==> config.mk <==
export PLATFORM = sky130hd
export DESIGN_NAME = analog_core
export DESIGN_NICKNAME = d
export VERILOG_FILES = /design/src/acore_const_pkg.sv /design/src/acore_type_pkg.sv /design/src/slice_intf.sv /design/src/input_divider.sv /design/src/snh.sv /design/src/stochastic_adc_slice.sv /design/src/adc_retimer.sv /design/src/analog_core.sv
export SDC_FILE = /design/constraint.sdc
export NUM_CORES = 1
export LEC_CHECK = 0
export ABC_CLOCK_PERIOD_IN_PS = 3400
export BUFFER_PORTS_ARGS = -buffer_cell sky130_fd_sc_hd__clkbuf_2
export CORE_AREA = 5 5 141 116
export CTS_CLUSTER_SIZE = 40
export DETAILED_ROUTE_END_ITERATION = 6
export DIE_AREA = 0 0 146 121
export PLACE_DENSITY = 0.84
export SYNTH_ARGS = -nofsm -noshare
export SYNTH_HDL_FRONTEND = slang
export SYNTH_SLANG_ARGS = --single-unit
export TNS_END_PERCENT = 5
==> constraint.sdc <==
create_clock -name ext_clk_i -period 3.4 [get_ports ext_clk_i]
set_clock_uncertainty 0.15 [all_clocks]
set_input_delay 0 -clock ext_clk_i [delete_from_list [all_inputs] [get_ports ext_clk_i]]
set_output_delay 0 -clock ext_clk_i [all_outputs]
set_load 0.03 [all_outputs]
==> src/acore_const_pkg.sv <==
package acore_const_pkg;

    // interleaving
    localparam int Nti = 4;                  // number of time-interleaved slices
    localparam int Nidx = 2;                 // bits to address one slice

    // data path widths
    localparam int Nin = 8;                  // signed sample from the pad model
    localparam int Nadc = 8;                 // magnitude code out of a slice

    // largest code a slice can return
    localparam int CODE_MAX = 2**Nadc - 1;

    // configuration widths
    localparam int Ntrim = 4;                // v2t offset trim per slice
    localparam int Ndiv = 3;                 // input divider setting

endpackage

==> src/acore_type_pkg.sv <==
package acore_type_pkg;
    import acore_const_pkg::*;

    // sample as seen at the pad, two's complement
    typedef logic signed [Nin-1:0] sample_t;

    typedef logic [Nadc-1:0] code_t;         // unsigned magnitude
    typedef logic [Ntrim-1:0] trim_t;

    // one trim per slice, slice 0 in the low bits
    typedef trim_t [Nti-1:0] trim_arr_t;

    // conversion sequence of a single slice
    typedef enum logic [1:0] {
        SLICE_IDLE,                          // waiting for a load
        SLICE_CONVERT,                       // counting up to the target
        SLICE_HOLD                           // result presented until taken
    } slice_state_e;

endpackage

==> src/slice_intf.sv <==
interface slice_intf import acore_type_pkg::*; ();

    // sample path from the sample-and-hold
    sample_t sample;
    logic load;                              // one-cycle load strobe

    // static configuration from the top ports
    logic en_slice;
    trim_t ctl_v2t_p;
    trim_t ctl_v2t_n;

    // conversion result
    code_t adder_out;
    logic sign_out;
    logic valid;                             // level, held until taken
    logic busy;

    logic taken;                             // retimer has consumed the result

    modport snh (
        output sample, load,
        input busy
    );

    modport slice (
        input sample, load, en_slice, ctl_v2t_p, ctl_v2t_n, taken,
        output adder_out, sign_out, valid, busy
    );

    modport retimer (
        input adder_out, sign_out, valid,
        output taken
    );

endinterface

==> src/input_divider.sv <==
module input_divider import acore_const_pkg::*; (
    input wire logic ext_clk_i,
    input wire logic rst_n_i,
    input wire logic [Ndiv-1:0] ndiv_i,      // tick period is ndiv_i+1 cycles
    input wire logic bypass_div_i,           // tick on every cycle
    output logic sample_tick_o
);

    logic [Ndiv-1:0] cnt_q;
    logic tick_q;

    // down-counter, reload with the setting on zero
    always_ff @(posedge ext_clk_i) begin
        if (!rst_n_i) begin
            cnt_q <= ndiv_i;                 // first tick ndiv_i+1 cycles out
            tick_q <= 1'b0;
        end else begin
            if (cnt_q == '0) begin
                cnt_q <= ndiv_i;
            end else begin
                cnt_q <= cnt_q - 1'b1;
            end

            if (bypass_div_i) begin
                tick_q <= 1'b1;
            end else begin
                tick_q <= (cnt_q == '0);
            end
        end
    end

    assign sample_tick_o = tick_q;

endmodule

==> src/snh.sv <==
module snh import acore_const_pkg::*, acore_type_pkg::*; (
    input wire logic ext_clk_i,
    input wire logic rst_n_i,
    input wire logic sample_tick_i,
    input sample_t rx_code_i,
    slice_intf.snh slice_io [Nti-1:0],
    output logic overrun_o                   // sticky until reset
);

    sample_t sample_q;
    logic [Nti-1:0] load_q;
    logic [Nti-1:0] busy;
    logic [Nidx-1:0] tok_q;                  // slice that owns the next sample
    logic overrun_q;

    // fan the held sample out, collect busy back
    generate
        for (genvar k = 0; k < Nti; k++) begin : g_slice
            assign slice_io[k].sample = sample_q;
            assign slice_io[k].load = load_q[k];
            assign busy[k] = slice_io[k].busy;
        end
    endgenerate

    // hold capacitor
    always_ff @(posedge ext_clk_i) begin
        if (sample_tick_i) begin
            sample_q <= rx_code_i;
        end
    end

    always_ff @(posedge ext_clk_i) begin
        if (!rst_n_i) begin
            load_q <= '0;
            tok_q <= '0;
            overrun_q <= 1'b0;
        end else begin
            load_q <= '0;
            if (sample_tick_i) begin
                if (!busy[tok_q]) begin
                    load_q[tok_q] <= 1'b1;
                    // pass the token on, like en_sync down the chain
                    if (tok_q == Nidx'(Nti-1)) begin
                        tok_q <= '0;
                    end else begin
                        tok_q <= tok_q + 1'b1;
                    end
                end else begin
                    overrun_q <= 1'b1;       // sample lost, token stays
                end
            end
        end
    end

    assign overrun_o = overrun_q;

endmodule

==> src/stochastic_adc_slice.sv <==
module stochastic_adc_slice import acore_const_pkg::*, acore_type_pkg::*; (
    input wire logic ext_clk_i,
    input wire logic rst_n_i,
    slice_intf.slice slice_io
);

    slice_state_e state_q;

    logic neg;
    logic signed [Nin:0] s_ext;
    logic [Nin:0] mag;                       // |sample|, room for -min
    trim_t trim;
    logic [Nin+1:0] sum;
    code_t target;

    code_t target_q;
    code_t cnt_q;
    code_t res_q;
    logic sign_q;

    // front end: sign detect and trimmed magnitude
    assign neg = slice_io.sample[Nin-1];
    assign s_ext = slice_io.sample;          // sign extend
    assign mag = s_ext[Nin] ? -s_ext : s_ext;
    assign trim = neg ? slice_io.ctl_v2t_n : slice_io.ctl_v2t_p;
    assign sum = (Nin+2)'(mag) + (Nin+2)'(trim);
    assign target = (sum > CODE_MAX) ? Nadc'(CODE_MAX) : sum[Nadc-1:0];

    always_ff @(posedge ext_clk_i) begin
        if (!rst_n_i) begin
            state_q <= SLICE_IDLE;
        end else begin
            case (state_q)
                SLICE_IDLE: begin
                    if (slice_io.load) begin
                        // nothing to count when off or at zero
                        if (!slice_io.en_slice || target == '0) begin
                            state_q <= SLICE_HOLD;
                        end else begin
                            state_q <= SLICE_CONVERT;
                        end
                    end
                end
                SLICE_CONVERT: begin
                    if (cnt_q == target_q) begin
                        state_q <= SLICE_HOLD;
                    end
                end
                SLICE_HOLD: begin
                    if (slice_io.taken) begin
                        state_q <= SLICE_IDLE;
                    end
                end
                default: state_q <= SLICE_IDLE;
            endcase
        end
    end

    // v2t counter and held result
    always_ff @(posedge ext_clk_i) begin
        case (state_q)
            SLICE_IDLE: begin
                if (slice_io.load) begin
                    target_q <= target;
                    cnt_q <= Nadc'(1);
                    sign_q <= slice_io.en_slice & ~neg;   // 1 for non-negative
                    res_q <= '0;
                end
            end
            SLICE_CONVERT: begin
                cnt_q <= cnt_q + 1'b1;
                if (cnt_q == target_q) begin
                    res_q <= cnt_q;
                end
            end
            default: ;
        endcase
    end

    assign slice_io.adder_out = res_q;
    assign slice_io.sign_out = sign_q;
    assign slice_io.valid = (state_q == SLICE_HOLD);
    assign slice_io.busy = (state_q != SLICE_IDLE);

endmodule

==> src/adc_retimer.sv <==
module adc_retimer import acore_const_pkg::*, acore_type_pkg::*; (
    input wire logic ext_clk_i,
    input wire logic rst_n_i,
    slice_intf.retimer slice_io [Nti-1:0],
    output code_t adder_out_o,
    output logic sign_out_o,
    output logic [Nidx-1:0] slice_idx_o,
    output logic adc_valid_o,
    output logic frame_o                     // plays the part of clk_adc
);

    code_t [Nti-1:0] code_v;
    logic [Nti-1:0] sign_v;
    logic [Nti-1:0] valid_v;
    logic [Nti-1:0] taken_q;
    logic [Nidx-1:0] ptr_q;                  // read pointer in sample order
    logic last;
    logic take;

    generate
        for (genvar k = 0; k < Nti; k++) begin : g_slice
            assign code_v[k] = slice_io[k].adder_out;
            assign sign_v[k] = slice_io[k].sign_out;
            assign valid_v[k] = slice_io[k].valid;
            assign slice_io[k].taken = taken_q[k];
        end
    endgenerate

    assign last = (ptr_q == Nidx'(Nti-1));
    assign take = valid_v[ptr_q];            // only the slice at the pointer counts

    always_ff @(posedge ext_clk_i) begin
        if (!rst_n_i) begin
            ptr_q <= '0;
            taken_q <= '0;
            adc_valid_o <= 1'b0;
            frame_o <= 1'b0;
        end else begin
            taken_q <= '0;
            adc_valid_o <= take;
            frame_o <= take & last;
            if (take) begin
                taken_q[ptr_q] <= 1'b1;
                ptr_q <= last ? '0 : ptr_q + 1'b1;
            end
        end
    end

    // output word
    always_ff @(posedge ext_clk_i) begin
        if (take) begin
            adder_out_o <= code_v[ptr_q];
            sign_out_o <= sign_v[ptr_q];
            slice_idx_o <= ptr_q;
        end
    end

endmodule

==> src/analog_core.sv <==
module analog_core import acore_const_pkg::*, acore_type_pkg::*; (
    input wire logic ext_clk_i,              // drives every register
    input wire logic rst_n_i,

    input sample_t rx_code_i,                // quantized pad voltage

    // input divider control
    input wire logic [Ndiv-1:0] ndiv_i,
    input wire logic bypass_div_i,

    // per-slice configuration
    input wire logic [Nti-1:0] en_slice_i,
    input trim_arr_t ctl_v2t_p_i,
    input trim_arr_t ctl_v2t_n_i,

    // retimed adc output
    output code_t adder_out_o,
    output logic sign_out_o,
    output logic [Nidx-1:0] slice_idx_o,
    output logic adc_valid_o,
    output logic frame_o,                    // last slice of a round
    output logic overrun_o
);

    logic sample_tick;

    slice_intf slice_if [Nti-1:0] ();

    // sampling tick from the external clock
    input_divider i_indiv (
        .ext_clk_i(ext_clk_i),
        .rst_n_i(rst_n_i),
        .ndiv_i(ndiv_i),
        .bypass_div_i(bypass_div_i),
        .sample_tick_o(sample_tick)
    );

    // first-level sample-and-hold
    snh i_snh (
        .ext_clk_i(ext_clk_i),
        .rst_n_i(rst_n_i),
        .sample_tick_i(sample_tick),
        .rx_code_i(rx_code_i),
        .slice_io(slice_if),
        .overrun_o(overrun_o)
    );

    // time-interleaved slices
    generate
        for (genvar k = 0; k < Nti; k++) begin : g_adc
            assign slice_if[k].en_slice = en_slice_i[k];
            assign slice_if[k].ctl_v2t_p = ctl_v2t_p_i[k];
            assign slice_if[k].ctl_v2t_n = ctl_v2t_n_i[k];

            stochastic_adc_slice i_adc (
                .ext_clk_i(ext_clk_i),
                .rst_n_i(rst_n_i),
                .slice_io(slice_if[k])
            );
        end
    endgenerate

    // back into sample order
    adc_retimer i_retimer (
        .ext_clk_i(ext_clk_i),
        .rst_n_i(rst_n_i),
        .slice_io(slice_if),
        .adder_out_o(adder_out_o),
        .sign_out_o(sign_out_o),
        .slice_idx_o(slice_idx_o),
        .adc_valid_o(adc_valid_o),
        .frame_o(frame_o)
    );

endmodule

==> out/metrics.csv <==
stage;metric;value;unit
outcome;status;finished clean;
yosys;synthSimpleGateAreaFrac;15.2;%
min_path;hold_class;in -> reg;
global_route;antenna_found_initial;0;
global_route;grt_usage;21.4;%
floorplan;die_h;121;um
place;post-dp-hpwl;13.3;mm
cells_and_area;nets;860;
floorplan;die-area;17700;um^2
sta;setup_violations;0;
power_and_ir_drop;p_sw_share;27.7;%
yosys;synth_xor_area_share;11.9;%
yosys;post-synth-top-area-fraction;44.7;%
floorplan;core_area;14800;um^2
yosys;yosysMostFrequentCell;edfxtp_1;
power_and_ir_drop;p_leak;3.50;nW
yosys;synth_edf_count;119;
global_route;gr-total-overflow;0;
detailed_routing;wire_per_inst;18.2;um
setup_path;cp_data_required_time;3.57;ns
yosys;synth-compound-area-share;7.20;%
detailed_routing;dr_wl_met3;1.07;mm
run;drv_cap;0;
floorplan;initial_core_util;54.1;%
cells_and_area;instances_no_fill;981;
yosys;synth_seq_cells;146;
cells_and_area;area_growth;17.6;%
yosys;synth_area_leaders;edfxtp_1 45%, xor2_1 7.2%, dfxtp_1 6.8%;
sta;hold_viol;0;
global_route;grt_max_degree;21;
cells_and_area;utilization;63.7;%
place;dp.cells;924;
clock_tree;h-tree-depth;4;
yosys;syn_inst;683;
setup_path;path_delay_family;buffers and inverters;
cells_and_area;layout-drive-gt1-share;18.7;%
detailed_routing;met1_length;7.77;mm
yosys;synth_area_leader_cell;edfxtp_1;
yosys;synth_cell_types;56;
power_and_ir_drop;powerDensity;533;nW/um^2
yosys;ys.flop_type;edfxtp_1;
detailed_routing;met2WireLength;8.65;mm
clock_tree;clk_path_buf_depth;2;
place;place_congestion;0.901;
detailed_routing;totalWireLength;17.9;mm
yosys;ys_warn_count;0;
clock_tree;cts_inserted_buffers;17;
detailed_routing;ant_nets;0;
yosys;avgSynthCellArea;11.7;um^2
setup_path;crit_chain;buf_6, mux2_2, dlygate4sd3_1, ha_1, a21o_1, maj3_1, a21oi_2, or2_2, o31ai_1, a311oi_1;
clock_tree;tritoncts;done;
setup_path;timing.reg2reg.setup_slack;0.12;ns
yosys;synthMuxAreaShare;5.28;%
detailed_routing;drc;0;
yosys;syn-num-nets;764;
setup_path;cp_slowest_cell;dlygate4sd3_1;
clock_tree;clock_latency;0.42;ns
clock_tree;cts.sinks;146;
sta;drv_slew;0;
yosys;synth_top_family_by_area;simple AND/OR/NAND/NOR gates;
setup_path;critPathBufInv;2;
power_and_ir_drop;total_power;5.01;mW
setup_path;critPathCaptureType;register;
place;dpl_cell_area;8540;um^2
detailed_routing;vias;5571;
yosys;yosysSeqAreaShare;51.5;%
power_and_ir_drop;pwr-share-seq;43.8;%
setup_path;criticalPathCategory;reg -> reg;
place;portBuffers;63;
yosys;synthAdderAreaFrac;5.73;%
sta;setup-tns-final;0;ns
setup_path;max_stage_delay;0.57;ns
power_and_ir_drop;p_int;3.63;mW
sta;fmax;0.305;GHz
clock_tree;clkTransAtPathRegs;0.06;ns
power_and_ir_drop;p_comb_share;19.5;%
power_and_ir_drop;p_sw;1.39;mW
yosys;synth_area;7990;um^2
power_and_ir_drop;p_clk_share;36.7;%
sta;tightest_slew;0.738;ns
power_and_ir_drop;ir_drop;0.391;mV
clock_tree;postCtsSetupBuffers;0;
yosys;synthArstFlopShare;0;%
setup_path;start_kind;register;
detailed_routing;initialDrtViolationCount;364;
setup_path;cp.arrival;3.44;ns
detailed_routing;drt-pass1-iter-count;5;
cells_and_area;design_area;9400;um^2
yosys;synth_common_cells;119 x edfxtp_1, 66 x xor2_1, 55 x nor2_1;
sta;fin_crit_sh;96.3;%
global_route;grt_first_pass_wirelength;29.5;mm
setup_path;crit_fanout;13;
detailed_routing;vias_per_cell;5.68;
sta;layout_min_cycle_time;3.28;ns
clock_tree;cts.root.buffer_cell;clkbuf_16;
floorplan;die_w;146;um
detailed_routing;highest_layer;met4;
cells_and_area;diodes;0;
floorplan;boundaryPins;64;
floorplan;num_rows;40;
sta;slew_headroom;50.6;%
cells_and_area;nFillCells;1117;
global_route;grt_pass1_vias;5681;
power by group through the flow:
stage               logic, mW  registers, mW  clock network, mW
global route             1.08           2.21               1.95
CTS                     0.964           2.20               1.86
global placement        0.889           2.23                  0
detailed placement      0.932           2.24                  0
floorplan               0.657           2.24                  0
finish                  0.977           2.20               1.84
worst paths after layout:
kind / depth (start not counted) / start / to
max: 10 / i_snh.slice_io[0].sample[7] / g_adc[1].i_adc.state_q[0]
min: 2 / rx_code_i[3] / i_snh.slice_io[0].sample[3]
max reg2reg: 10 / i_snh.slice_io[0].sample[7] / g_adc[1].i_adc.state_q[0]
min reg2reg: 1 / i_indiv.cnt_q[0] / i_indiv.cnt_q[0]
cell usage in the layout (no fill, tap or decap), types with 5 or more instances in the layout:
| master | instances |
|---|---|
| a21oi_1 | 16 |
| a32oi_1 | 6 |
| and2_1 | 47 |
| and3_1 | 17 |
| buf_4 | 15 |
| clkbuf_16 | 17 |
| clkbuf_2 | 63 |
| dfxtp_1 | 27 |
| dlygate4sd3_1 | 25 |
| edfxtp_1 | 119 |
| ha_1 | 27 |
| inv_1 | 36 |
| mux2_2 | 13 |
| mux2i_1 | 5 |
| mux4_2 | 10 |
| nand2_1 | 15 |
| nand2b_1 | 10 |
| nand3_1 | 28 |
| nor2_1 | 55 |
| nor2b_1 | 11 |
| nor3_1 | 16 |
| nor4_1 | 8 |
| o21ai_0 | 10 |
| o31a_1 | 6 |
| or3_1 | 7 |
| xnor2_1 | 37 |
| xor2_1 | 66 |
kinds of logic (layout without fill, tap and decap cells):
kind of cell	Yosys count	in the layout
buffers and inverters	63	172
adders and majority gates	35	35
xor gates and xnor gates	106	106
DFF	146	146
muxes	28	28
AOI/OAI and AO/OA	77	77
and+or+nand+nor	228	228
registers in the layout (all words and copies together) (netlist names):
| signal | flops |
|---|---|
| i_retimer.adc_valid_o | 1 |
| i_snh.tok_q | 2 |
| g_adc.i_adc.target_q | 32 |
| i_snh.load_q | 4 |
| i_retimer.frame_o | 1 |
| g_adc.i_adc.state_q | 8 |
| i_retimer.slice_idx_o | 2 |
| i_indiv.cnt_q | 3 |
| i_retimer.sign_out_o | 1 |
| g_adc.i_adc.slice_io.sign_out | 4 |
| g_adc.i_adc.slice_io.adder_out | 32 |
| i_indiv.sample_tick_o | 1 |
| i_retimer.ptr_q | 2 |
| i_snh.overrun_o | 1 |
| g_adc.i_adc.cnt_q | 32 |
| i_retimer.taken_q | 4 |
| i_retimer.adder_out_o | 8 |
| i_snh.slice_io.sample | 8 |
timing repair:
action	CTS	global route
resized for setup	0	7
hold endpoints to repair	35	0
hold buffers	25	0
endpoints found under the setup margin	0	4
cell type report:
type | count | area, um^2 | share of cell area, %
Tap cell | 189 | 236 | 2.52
Timing Repair Buffer | 104 | 689 | 7.33
Clock buffer | 20 | 447 | 4.75
Clock inverter | 12 | 131 | 1.40
Inverter | 36 | 135 | 1.44
Multi-Input combinational cell | 474 | 3650 | 38.8
Sequential cell | 146 | 4110 | 43.8
routing by layer:
metal  track usage [%]  vias to the layer above
li1                  -                     2642
met3              5.71                       35
met2              35.5                      199
met4              7.64                        0
met5                 0                        -
met1              27.3                     2695
through the flow:
| stage | hold slack [ns] | worst slack (ns) |
|---|---|---|
| final | 0.134 | 0.125 |
| after global routing | 0.138 | -0.00503 |
| after CTS | 0.0881 | 0.0278 |
| after detailed placement | 0.0300 | 0.298 |
| after global placement | 0.0267 | 0.357 |
| after floorplan | -0.0511 | 0.0133 |
(Power assumes the default switching activity.)
